$ cat config.mk
export PLATFORM = sky130hd
export DESIGN_NAME = vlsu
export DESIGN_NICKNAME = d
export VERILOG_FILES = /design/src/rtl/vlsu_pkg.sv /design/src/rtl/vlsu_addr_gen.sv /design/src/rtl/address_scheduler.sv /design/src/rtl/vlsu_load_align.sv /design/src/rtl/vlsu.sv
export VERILOG_INCLUDE_DIRS = /design/src /design/src/include
export SDC_FILE = /design/constraint.sdc
export NUM_CORES = 1
export LEC_CHECK = 0
export BUFFER_PORTS_ARGS = -buffer_cell sky130_fd_sc_hd__buf_2
export CAP_MARGIN = 10
export CORE_ASPECT_RATIO = 1.4
export CORE_MARGIN = 2
export CORE_UTILIZATION = 59
export CTS_BUF_LIST = sky130_fd_sc_hd__clkbuf_8 sky130_fd_sc_hd__clkbuf_16
export CTS_CLUSTER_SIZE = 28
export DETAILED_ROUTE_END_ITERATION = 10
export PLACE_DENSITY_LB_ADDON = 0.25
export SLEW_MARGIN = 20
export SYNTH_ARGS = -nofsm -noshare
export SYNTH_HDL_FRONTEND = slang
export SYNTH_SLANG_ARGS = --single-unit
$ cat constraint.sdc
create_clock -name CLK -period 5.8 [get_ports CLK]
set_clock_uncertainty 0.05 [all_clocks]
set_input_delay 0.29 -clock CLK [delete_from_list [all_inputs] [get_ports CLK]]
set_output_delay 0.29 -clock CLK [all_outputs]
set_load 0.01 [all_outputs]
$ cat src/include/vlsu_cfg.svh
`ifndef VLSU_CFG_SVH
`define VLSU_CFG_SVH

// byte address width of the data memory port
`define VLSU_ADDR_W 32

// width of one memory word and of one vector register element slot
`define VLSU_DATA_W 32

// largest vector length a single command may request
`define VLSU_VLMAX 32

// element index width, one bit wider than needed for indices below vlmax
// so that vl itself and the index just past the last pair fit
`define VLSU_IDX_W 6

// number of byte lanes in one memory word
`define VLSU_BYTES (`VLSU_DATA_W / 8)

// element sizes in bytes, used when a stride is given for unit-stride access
`define VLSU_SIZE8  1
`define VLSU_SIZE16 2
`define VLSU_SIZE32 4

`endif

$ cat src/rtl/vlsu_pkg.sv
`default_nettype none

`include "vlsu_cfg.svh"

package vlsu_pkg;

  // element width of a load or store, as encoded in the instruction
  typedef enum logic [1:0] {
    WIDTH8  = 2'd0,
    WIDTH16 = 2'd1,
    WIDTH32 = 2'd2
  } eew_t;

  // one vector memory command, unit-stride uses the element size as stride
  typedef struct packed {
    logic                   store;
    eew_t                   eew;
    logic [`VLSU_ADDR_W-1:0] base;
    logic [`VLSU_ADDR_W-1:0] stride;
    logic [`VLSU_IDX_W-1:0]  vl;
  } vlsu_cmd_t;

  // two neighbouring elements offered together by the address generator
  typedef struct packed {
    logic [`VLSU_ADDR_W-1:0] addr0;
    logic [`VLSU_ADDR_W-1:0] addr1;
    logic [`VLSU_DATA_W-1:0] data0;
    logic [`VLSU_DATA_W-1:0] data1;
    logic [`VLSU_IDX_W-1:0]  idx0;
    logic [`VLSU_IDX_W-1:0]  idx1;
    logic                    valid1;
    logic                    store;
    eew_t                    eew;
  } elem_pair_t;

  // request on the word-wide data memory port
  typedef struct packed {
    logic [`VLSU_ADDR_W-1:0]  addr;
    logic [`VLSU_DATA_W-1:0]  wdata;
    logic [`VLSU_BYTES-1:0]   byte_en;
    logic                     ren;
    logic                     wen;
  } mem_req_t;

  // single element write into the vector register file
  typedef struct packed {
    logic                    wen;
    logic [`VLSU_IDX_W-1:0]  idx;
    logic [`VLSU_DATA_W-1:0] data;
  } vreg_wr_t;

endpackage

`default_nettype wire

$ cat src/rtl/vlsu_addr_gen.sv
`timescale 1ns/1ps
`default_nettype none

`include "vlsu_cfg.svh"

module vlsu_addr_gen import vlsu_pkg::*;
(
  input  wire logic                    CLK,
  input  wire logic                    nRST,
  input  wire logic                    cmd_start,
  input  wire vlsu_cmd_t               cmd,
  input  wire logic                    ex_clear,
  input  wire logic                    pair_done,
  output logic [`VLSU_IDX_W-1:0]       vs_idx0,
  output logic [`VLSU_IDX_W-1:0]       vs_idx1,
  input  wire logic [`VLSU_DATA_W-1:0] vs_data0,
  input  wire logic [`VLSU_DATA_W-1:0] vs_data1,
  output elem_pair_t                   pair,
  output logic                         pair_ena,
  output logic                         last
);

  // active is set while a command is held, it doubles as the pair level
  logic                    active;
  vlsu_cmd_t               cmd_q;
  logic [`VLSU_IDX_W-1:0]  cnt;
  logic [`VLSU_IDX_W-1:0]  idx1;
  logic [`VLSU_IDX_W-1:0]  vl_lim;
  logic [`VLSU_ADDR_W-1:0] idx0_ext;
  logic [`VLSU_ADDR_W-1:0] idx1_ext;
  logic                    valid1;

  // a vl above the hardware maximum is cut down to vlmax when taken
  assign vl_lim = (cmd.vl > `VLSU_IDX_W'(`VLSU_VLMAX)) ? `VLSU_IDX_W'(`VLSU_VLMAX) : cmd.vl;

  // the counter always points at the first element of the current pair
  always_ff @(posedge CLK, negedge nRST)
  begin
    if (!nRST)
    begin
      active <= 1'b0;
      cnt    <= '0;
    end
    else if (!active)
    begin
      // a new command is only taken while nothing is in flight
      if (cmd_start)
      begin
        active <= 1'b1;
        cnt    <= '0;
      end
    end
    else if (ex_clear)
    begin
      // the faulting command is dropped, software restarts it if needed
      active <= 1'b0;
    end
    else if (pair_done)
    begin
      cnt <= cnt + `VLSU_IDX_W'(2);
      if (last)
        active <= 1'b0;
    end
  end

  // the command itself is plain payload, captured with the start pulse
  always_ff @(posedge CLK)
  begin
    if (!active && cmd_start)
    begin
      cmd_q    <= cmd;
      cmd_q.vl <= vl_lim;
    end
  end

  assign idx1   = cnt + `VLSU_IDX_W'(1);
  assign valid1 = (idx1 < cmd_q.vl);

  // this pair is the final one when the next pair would start at or past vl
  assign last = ((cnt + `VLSU_IDX_W'(2)) >= cmd_q.vl);

  // indices widened to address width before the stride multiply
  assign idx0_ext = {{(`VLSU_ADDR_W-`VLSU_IDX_W){1'b0}}, cnt};
  assign idx1_ext = {{(`VLSU_ADDR_W-`VLSU_IDX_W){1'b0}}, idx1};

  // register file read ports are combinational with no latency
  // the second port stays on element 0 when element 1 lies past vl
  assign vs_idx0 = cnt;
  assign vs_idx1 = valid1 ? idx1 : cnt;

  always_comb
  begin
    pair.addr0  = cmd_q.base + idx0_ext * cmd_q.stride;
    pair.addr1  = cmd_q.base + idx1_ext * cmd_q.stride;
    pair.data0  = vs_data0;
    pair.data1  = vs_data1;
    pair.idx0   = cnt;
    pair.idx1   = idx1;
    pair.valid1 = valid1;
    pair.store  = cmd_q.store;
    pair.eew    = cmd_q.eew;
  end

  assign pair_ena = active;

endmodule

`default_nettype wire

$ cat src/rtl/address_scheduler.sv
`timescale 1ns/1ps
`default_nettype none

`include "vlsu_cfg.svh"

module address_scheduler import vlsu_pkg::*;
(
  input  wire logic               CLK,
  input  wire logic               nRST,
  input  wire elem_pair_t         pair,
  input  wire logic               pair_ena,
  input  wire logic               last,
  input  wire logic               ex_clear,
  input  wire logic               mem_hit,
  output mem_req_t                mem_req,
  output logic                    pair_done,
  output logic                    arrived,
  output logic [1:0]              arr_addr,
  output logic [`VLSU_IDX_W-1:0]  arr_idx,
  output logic                    busy,
  output logic                    done,
  output logic                    exception
);

  typedef enum logic [1:0] {IDLE, ACC0, ACC1, EX} state_t;

  state_t state, next_state;

  logic                    misalign0;
  logic                    misalign1;
  logic                    access;
  logic [`VLSU_ADDR_W-1:0] cur_addr;
  logic [`VLSU_DATA_W-1:0] cur_data;
  logic [`VLSU_IDX_W-1:0]  cur_idx;
  logic [`VLSU_BYTES-1:0]  be_base;

  // element alignment against its own width, byte elements never fault
  always_comb
  begin
    misalign0 = 1'b0;
    misalign1 = 1'b0;
    case (pair.eew)
      WIDTH16:
      begin
        misalign0 = pair.addr0[0];
        misalign1 = pair.addr1[0];
      end
      WIDTH32:
      begin
        misalign0 = |pair.addr0[1:0];
        misalign1 = |pair.addr1[1:0];
      end
      default:
      begin
        misalign0 = 1'b0;
        misalign1 = 1'b0;
      end
    endcase
    // element 1 only counts when the pair will really issue it
    misalign1 = misalign1 & pair.valid1;
  end

  always_ff @(posedge CLK, negedge nRST)
  begin
    if (!nRST)
      state <= IDLE;
    else
      state <= next_state;
  end

  always_comb
  begin
    next_state = state;
    case (state)
      IDLE:
      begin
        // a bad pair is caught here so no part of it reaches memory
        if (pair_ena)
          next_state = (misalign0 || misalign1) ? EX : ACC0;
      end
      ACC0:
      begin
        if (mem_hit)
          next_state = pair.valid1 ? ACC1 : IDLE;
      end
      ACC1:
      begin
        if (mem_hit)
          next_state = IDLE;
      end
      EX:
      begin
        if (ex_clear)
          next_state = IDLE;
      end
      default:
        next_state = IDLE;
    endcase
  end

  assign access = (state == ACC0) || (state == ACC1);

  // pick the element that is on the port right now
  assign cur_addr = (state == ACC1) ? pair.addr1 : pair.addr0;
  assign cur_data = (state == ACC1) ? pair.data1 : pair.data0;
  assign cur_idx  = (state == ACC1) ? pair.idx1  : pair.idx0;

  // lane mask for an element that sits at byte 0 of the word
  always_comb
  begin
    case (pair.eew)
      WIDTH32: be_base = 4'b1111;
      WIDTH16: be_base = 4'b0011;
      default: be_base = 4'b0001;
    endcase
  end

  // request is fully combinational from state and pair, both stay put
  // while the memory has not hit, so the request is stable as required
  always_comb
  begin
    mem_req = '0;
    if (access)
    begin
      mem_req.addr    = cur_addr;
      mem_req.byte_en = be_base << cur_addr[1:0];
      mem_req.wdata   = cur_data << {cur_addr[1:0], 3'b000};
      mem_req.ren     = !pair.store;
      mem_req.wen     = pair.store;
    end
  end

  // a pair finishes on element 0 when there is no element 1
  assign pair_done = mem_hit && ((state == ACC1) || ((state == ACC0) && !pair.valid1));

  assign arrived  = access && mem_hit && !pair.store;
  assign arr_addr = cur_addr[1:0];
  assign arr_idx  = cur_idx;

  // busy covers a pending pair too, so it rises the cycle after a start
  assign busy      = access || ((state == IDLE) && pair_ena);
  assign exception = (state == EX);

  always_ff @(posedge CLK, negedge nRST)
  begin
    if (!nRST)
      done <= 1'b0;
    else
      done <= pair_done && last;
  end

endmodule

`default_nettype wire

$ cat src/rtl/vlsu_load_align.sv
`timescale 1ns/1ps
`default_nettype none

`include "vlsu_cfg.svh"

module vlsu_load_align import vlsu_pkg::*;
(
  input  wire logic                    CLK,
  input  wire logic                    nRST,
  input  wire logic                    arrived,
  input  wire logic [1:0]              arr_addr,
  input  wire logic [`VLSU_IDX_W-1:0]  arr_idx,
  input  wire eew_t                    eew,
  input  wire logic [`VLSU_DATA_W-1:0] mem_rdata,
  output vreg_wr_t                     vreg_wr
);

  logic [`VLSU_DATA_W-1:0] shifted;
  logic [`VLSU_DATA_W-1:0] elem;
  logic                    wen_q;
  logic [`VLSU_IDX_W-1:0]  idx_q;
  logic [`VLSU_DATA_W-1:0] data_q;

  // bring the addressed byte lane down to bit 0
  assign shifted = mem_rdata >> {arr_addr, 3'b000};

  // loads are zero extended, there is no signed variant in this unit
  always_comb
  begin
    case (eew)
      WIDTH32: elem = shifted;
      WIDTH16: elem = {{(`VLSU_DATA_W-16){1'b0}}, shifted[15:0]};
      default: elem = {{(`VLSU_DATA_W-8){1'b0}}, shifted[7:0]};
    endcase
  end

  always_ff @(posedge CLK, negedge nRST)
  begin
    if (!nRST)
      wen_q <= 1'b0;
    else
      wen_q <= arrived;
  end

  // index and value are only looked at while the write strobe is high
  always_ff @(posedge CLK)
  begin
    if (arrived)
    begin
      idx_q  <= arr_idx;
      data_q <= elem;
    end
  end

  assign vreg_wr.wen  = wen_q;
  assign vreg_wr.idx  = idx_q;
  assign vreg_wr.data = data_q;

endmodule

`default_nettype wire

$ cat src/rtl/vlsu.sv
`timescale 1ns/1ps
`default_nettype none

`include "vlsu_cfg.svh"

module vlsu import vlsu_pkg::*;
(
  input  wire logic                    CLK,
  input  wire logic                    nRST,
  input  wire logic                    cmd_start,
  input  wire vlsu_cmd_t               cmd,
  output logic                         busy,
  output logic                         done,
  output logic                         exception,
  input  wire logic                    ex_clear,
  output logic [`VLSU_IDX_W-1:0]       vs_idx0,
  output logic [`VLSU_IDX_W-1:0]       vs_idx1,
  input  wire logic [`VLSU_DATA_W-1:0] vs_data0,
  input  wire logic [`VLSU_DATA_W-1:0] vs_data1,
  output vreg_wr_t                     vreg_wr,
  output mem_req_t                     mem_req,
  input  wire logic [`VLSU_DATA_W-1:0] mem_rdata,
  input  wire logic                    mem_hit
);

  elem_pair_t             pair;
  logic                   pair_ena;
  logic                   last;
  logic                   pair_done;
  logic                   arrived;
  logic [1:0]             arr_addr;
  logic [`VLSU_IDX_W-1:0] arr_idx;

  // walks the elements two at a time and reads the store sources
  vlsu_addr_gen u_addr_gen (
    .CLK       (CLK),
    .nRST      (nRST),
    .cmd_start (cmd_start),
    .cmd       (cmd),
    .ex_clear  (ex_clear),
    .pair_done (pair_done),
    .vs_idx0   (vs_idx0),
    .vs_idx1   (vs_idx1),
    .vs_data0  (vs_data0),
    .vs_data1  (vs_data1),
    .pair      (pair),
    .pair_ena  (pair_ena),
    .last      (last)
  );

  // serializes each pair onto the single memory port
  address_scheduler u_sched (
    .CLK       (CLK),
    .nRST      (nRST),
    .pair      (pair),
    .pair_ena  (pair_ena),
    .last      (last),
    .ex_clear  (ex_clear),
    .mem_hit   (mem_hit),
    .mem_req   (mem_req),
    .pair_done (pair_done),
    .arrived   (arrived),
    .arr_addr  (arr_addr),
    .arr_idx   (arr_idx),
    .busy      (busy),
    .done      (done),
    .exception (exception)
  );

  // load data goes back to the register file one cycle after the hit
  vlsu_load_align u_load_align (
    .CLK       (CLK),
    .nRST      (nRST),
    .arrived   (arrived),
    .arr_addr  (arr_addr),
    .arr_idx   (arr_idx),
    .eew       (pair.eew),
    .mem_rdata (mem_rdata),
    .vreg_wr   (vreg_wr)
  );

endmodule

`default_nettype wire

==> results.json, run 1 <==
{
  "status": "finished with violations",
  "failed_checks": "design-rule violations, negative setup slack",
  "grt_usage_pct": 38.4,
  "cts_max_path_buffers": 2,
  "cp.buffers_inverters": 7,
  "gp_congestion": 0.944,
  "grt_pass1_vias": 17967,
  "portBuffers": 296,
  "async_reset_ff_share_pct": 8.26,
  "reg2reg_depth": 10,
  "ys_seq_area_share_pct": 19.9,
  "cp_slowest_cell": "fa_1",
  "max_stage_delay_ns": 0.57,
  "startpoint": "u_addr_gen.vs_idx0[2]",
  "areaGrowthSynthToFinish_pct": 29.6,
  "crit_cells": 21,
  "r2r-start": "u_addr_gen.cmd_q[6]",
  "cts_sinks": 121,
  "clk_pin_slew_worst_paths_ns": 0.06,
  "fmax_ghz": 0.167,
  "clock_latency_ns": 0.46,
  "viasPerCell": 5.76,
  "endpoint_kind": "primary output",
  "synth_top_flop_cell": "edfxtp_1",
  "n_fill_cell": 2076,
  "die_x_um": 152,
  "critPathLaunchType": "register",
  "synth-seq-cells": 121,
  "worstPathArrival_ns": 5.64,
  "dieHeight_um": 211,
  "holdWs_ns": 0.0403,
  "synth_edf_count": 111,
  "detail-route-antenna-nets": 0,
  "cts_made_buffers": 17,
  "final_common_cell": "inv_1",
  "crit_family": "adder cells",
  "placed_area_um2": 20600,
  "path_max_fanout": 4,
  "crit_type": "reg -> out",
  "period_needed_ns": 5.98,
  "rrSetupSlack_ns": 1.83,
  "cts_tree": "yes",
  "grt_pass1_wl_um": 91700,
  "rows": 75,
  "synth_cell_types": 77,
  "antenna_found_initial": 11,
  "crit_chain": "buf_12, buf_12, and2_4, inv_2, fa_1, fa_1, inv_2, fa_1, inv_1, fa_1, inv_2, ha_4, a21o_1, a221o_1, a31oi_4, a2bb2oi_4, a21oi_4, o21a_1, or3_1, nand4b_1, buf_2",
  "worstSetupEndpoint": "mem_req[68]",
  "topRoutingLayerUsed": "met5",
  "rsz0062_at_grt": "yes",
  "stdcell_area_um2": 23400,
  "grt-ovfl-total": 0,
  "setup_viol": 11,
  "syn_area_um2": 18000,
  "syn-mean-instance-area_um2": 8.98,
  "drive_gt1_share_pct": 27.9,
  "wl_met1_um": 19300,
  "coreArea_um2": 30000,
  "layout_common_cells": "inv_1 (448), buf_2 (290), fa_1 (240)",
  "finalHoldViolations": 0,
  "drv_slew": 0,
  "drt_iter0_drc": 1071,
  "period_share_pct": 103,
  "routed_wl_um": 59700,
  "dr.pass1.iters": 11,
  "r2r_end": "u_load_align.data_q[14]",
  "yosys_warnings": 0,
  "synth_cells": 2009,
  "wire_per_inst_um": 20.7,
  "worstHoldPathType": "in -> reg",
  "met2_length_um": 30400,
  "cts-root-buf": "clkbuf_16",
  "dr_wl_met3_um": 4970,
  "tightest_slew_ns": 1.12,
  "cap_violations": 0,
  "slew_headroom_pct": 24.9,
  "io_pins": 298,
  "num_vias": 16579,
  "final_util_pct": 77.8,
  "htreeDepth": 4,
  "drc": 2,
  "worstPathRequired_ns": 5.46,
  "final_nets": 3012,
  "cpMostUsedCell": "fa_1",
  "grt_start_max_net_pins": 75,
  "dp_hpwl_um": 43500,
  "finalWorstSetupSlack_ns": -0.177,
  "pre_cts_ws_ns": 0.0883,
  "p_per_area_nw_per_um2": 269,
  "ir_drop_v": 0.000240,
  "dieArea_um2": 32000,
  "start_util_pct": 60.0,
  "power_leakage_nw": 11.8
}
-- cell usage after synthesis, types with 5 or more instances --
cell,n,area share (%)
o21a_1,14,0.58
ha_1,123,8.5
xor2_1,21,1.0
and2_1,101,3.5
o211ai_1,8,0.33
mux2_2,8,0.50
nand2b_1,13,0.45
edfxtp_1,111,18
o22ai_1,6,0.21
buf_1,7,0.15
a21o_1,20,0.83
clkbuf_1,67,1.4
nand4_1,5,0.17
a31oi_1,15,0.52
mux2i_1,69,3.8
nor2b_1,26,0.90
and3_1,26,0.90
a211oi_1,47,2.0
o21ai_0,34,0.94
nor2_1,126,2.6
xnor2_1,32,1.6
buf_4,13,0.54
fa_1,245,27
nand3_1,24,0.67
o221ai_1,5,0.24
o21bai_1,5,0.21
a21oi_1,95,2.6
nand2_1,171,3.6
nor3_1,11,0.31
inv_1,469,9.8
dfrtp_1,10,1.4
or3_1,11,0.38
or2_2,7,0.24
-- final cells by class --
type                            count  area, µm²  area share [%]
Antenna cell                       11       27.5           0.118
Clock buffer                       17        425            1.82
Clock inverter                     15        151           0.648
Inverter                          470       1770            7.57
Multi-Input combinational cell   1329      13200            56.5
Sequential cell                   121       3590            15.4
Tap cell                          385        482            2.06
Timing Repair Buffer              531       3730            16.0
-- what timing repair did --
| item | 4_1_cts | 5_1_grt |
|---|---|---|
| gates resized for setup | 131 | 100 |
| gates cloned | 5 | 0 |
| setup endpoints to repair | 19 | 22 |
| hold buffers | 67 | 0 |
| pin swaps | 53 | 56 |
| hold endpoints to repair | 76 | 0 |
| setup buffers | 27 | 21 |
-- logic make-up (layout without fill, tap and decap cells) --
family                   after synthesis  after routing  synth area share [%]
buffers and inverters                560           1033                  12.0
adder cells (fa/ha/maj)              368            368                  35.7
other                                  2             14                0.0417
XOR/XNOR                              54             54                  2.70
AO/OA/AOI/OAI                        286            286                  10.7
multiplexers                          77             77                  4.33
flip-flops                           121            121                  19.9
AND/OR/NAND/NOR                      541            541                  14.7
-- registers in the layout, indices dropped and copies added, names as in the netlist --
register and cells:
u_sched.state 2, u_addr_gen.vs_idx0 5, u_addr_gen.pair 3, u_load_align.wen_q 1, u_load_align.idx_q 6, u_load_align.data_q 32
u_addr_gen.cmd_q 70, u_addr_gen.pair_ena 1, u_sched.done 1
-- stage by stage --
stage	std cells	setup TNS (ns)	power, mW
finish	2879	-1.17	6.28
global route	2875	-3.51	6.64
CTS	2849	-0.871	5.98
floorplan	2010	0	3.28
global placement	2718	0	4.54
detailed placement	2719	0	4.61
-- routing by layer --
layer | vias to the layer above | track usage (%)
met3 | 317 | 10.3
met4 | 2 | 29.9
met5 | - | 0
li1 | 7294 | -
met2 | 869 | 65.6
met1 | 8097 | 39.1
-- worst min-delay path by stage --
stage,slack (ns),cells after the start,from,to
floorplan,-0.06,0,nRST,u_addr_gen.pair_ena
global placement,0.13,1,nRST,u_addr_gen.vs_idx0[2]
detailed placement,0.14,1,nRST,u_load_align.wen_q
CTS,0.02,1,cmd[5],u_addr_gen.cmd_q[5]
global route,0.03,1,cmd[71],u_addr_gen.pair[1]
finish,0.04,1,cmd[5],u_addr_gen.cmd_q[5]
-- power by group --
part           leakage [nW]  internal, mW  switching [mW]
sequential             1.16          1.08          0.0757
combinational          10.3          1.66            2.38
clock                 0.271         0.630           0.453
(Power assumes the default switching activity.)
==> inputs of run 2 (changes only) <==
CORE_ASPECT_RATIO = 2   (was 1.4)
CORE_MARGIN = 1.5   (was 2)
==> run 2 against run 1 <==
  * The flow finishes with violations (negative setup slack)
  * Design area down 0.61%
  * Clock-buffer cell count unchanged
  * Via count about the same
  * Power up 0.26%
  * Non-clock buffer count down 36
  * Hold slack worse by 0.038 ns
  * Wire length up 4.4%
  * Global-route usage down 0.12 points
  * Largest cell class unchanged
==> results.json, run 2 (same netlist as run 1, synthesis figures left out) <==
{
  "rsz0062_at_grt": "yes",
  "htreeDepth": 4,
  "detail-route-antenna-nets": 0,
  "cts_max_path_buffers": 2,
  "cts-root-buf": "clkbuf_16",
  "worstPathArrival_ns": 5.84,
  "critPathLaunchType": "register",
  "dr.pass1.iters": 8,
  "path_max_fanout": 6,
  "regMostFlops": "u_addr_gen.cmd_q",
  "largest_reg_flops": 70,
  "slew_headroom_pct": 27.0,
  "finalWorstSetupSlack_ns": -0.382,
  "rows": 90,
  "portBuffers": 296,
  "gp_congestion": 0.962,
  "layout_common_cells": "inv_1 (421), buf_2 (296), fa_1 (227)",
  "grt_start_max_net_pins": 87,
  "cp_slowest_cell": "fa_1",
  "antenna_found_initial": 1,
  "top_regs": "u_addr_gen.cmd_q x70, u_load_align.data_q x32, u_load_align.idx_q x6",
  "routed_wl_um": 62300,
  "n_fill_cell": 2007,
  "finalHoldViolations": 0,
  "grt_pass1_wl_um": 90400,
  "drv_slew": 0,
  "max_stage_delay_ns": 0.58,
  "setup_viol": 11,
  "clock_latency_ns": 0.46,
  "final_common_cell": "inv_1",
  "dieHeight_um": 250,
  "viasPerCell": 5.89,
  "setup_tns_ns": -2.50,
  "start_util_pct": 60.0,
  "num_vias": 16583,
  "grt_usage_pct": 38.2,
  "drc": 0,
  "drive_gt1_share_pct": 29.5,
  "wire_per_inst_um": 22.1,
  "cts_tree": "yes",
  "grt_pass1_vias": 17734,
  "cts_sinks": 121,
  "crit_type": "reg -> out",
  "coreArea_um2": 30100,
  "placed_area_um2": 20100,
  "ir_drop_v": 0.000272,
  "dp_hpwl_um": 45200,
  "fmax_ghz": 0.162,
  "status": "finished with violations",
  "io_pins": 298,
  "dieArea_um2": 31700,
  "failed_checks": "negative setup slack",
  "crit_chain": "buf_6, and2_4, inv_2, fa_1, fa_1, inv_2, fa_1, inv_2, fa_1, inv_2, ha_4, a21o_1, a221o_1, a31oi_4, a2bb2oi_4, buf_6, a21oi_4, o21a_1, or3_1, nand4b_1, buf_2",
  "clk_pin_slew_worst_paths_ns": 0.07,
  "p_total_mw": 6.30,
  "power_leakage_nw": 11.6,
  "final_nets": 2976,
  "worstPathRequired_ns": 5.46,
  "die_x_um": 127,
  "areaGrowthSynthToFinish_pct": 28.8,
  "grt-ovfl-total": 0,
  "stdcell_area_um2": 23200,
  "p_per_area_nw_per_um2": 271,
  "period_share_pct": 107,
  "drt_iter0_drc": 1036,
  "period_needed_ns": 6.18,
  "cap_violations": 0,
  "tightest_slew_ns": 1.10,
  "worstHoldPathType": "in -> reg",
  "endpoint_kind": "primary output",
  "holdWs_ns": 0.00249,
  "cts_made_buffers": 17
}
[run 2: where the power goes]
group / switching, mW / internal [mW]
Sequential: 0.0782 / 1.08
Clock: 0.524 / 0.616
Combinational: 2.38 / 1.62
[run 2: critical path: cells and delay by family (launching register included)]
kind                     cells  cell delay [ns]
adder cells (fa/ha/maj)      5             2.34
flip-flops                   1             0.43
AND/OR/NAND/NOR              3             0.64
AO/OA/AOI/OAI                6             1.30
buffers and inverters        7             0.65
[run 2: area by class of cell]
class                           count  area (µm²)  area share (%)
Tap cell                          368         460            1.98
Clock buffer                       17         425            1.83
Antenna cell                        1        2.50          0.0108
Inverter                          470        1770            7.62
Sequential cell                   121        3590            15.5
Multi-Input combinational cell   1329       13400            57.8
Timing Repair Buffer              495        3390            14.6
Clock inverter                     15         173           0.743
[run 2: through the flow]
stage          utilization [%]  worst slack (ns)  std cells
2_1_floorplan                -             0.351       2010
3_3_place_gp              66.7             0.118       2641
3_5_place_dp              66.7            0.0749       2641
4_1_cts                   73.7            -0.236       2770
5_1_grt                   77.2            -0.449       2816
6_report                  77.2            -0.382       2816
[run 2: path summary, 6_finish.rpt]
path,depth (start not counted),start,slack (ns),endpoint
min in group asynchronous,2,nRST,0.22,u_addr_gen.vs_idx0[2]
max reg2reg,10,u_addr_gen.vs_idx0[1],1.56,u_load_align.data_q[31]
min,1,cmd[8],0.002,u_addr_gen.cmd_q[8]
min reg2reg,1,u_sched.state[0],0.53,u_sched.state[0]
max in group asynchronous,2,nRST,5.22,u_addr_gen.vs_idx0[1]
max,21,u_addr_gen.vs_idx0[2],-0.38,mem_req[68]
[run 2: what timing repair did]
action	4_1_cts	5_1_grt
hold buffers	65	1
pin swaps	52	97
buffers inserted	28	47
endpoints found under the hold margin	74	1
endpoints found under the setup margin	14	21
gates cloned	4	2
gates resized for setup	112	211
[run 2: metal layers]
layer	vias to the layer above	track usage (%)	share of wire, %
met3	412	6.54	6.5
met2	967	69.8	52
met5	-	0	0
met4	0	41.6	12
met1	7998	32.5	29
li1	7206	-	-
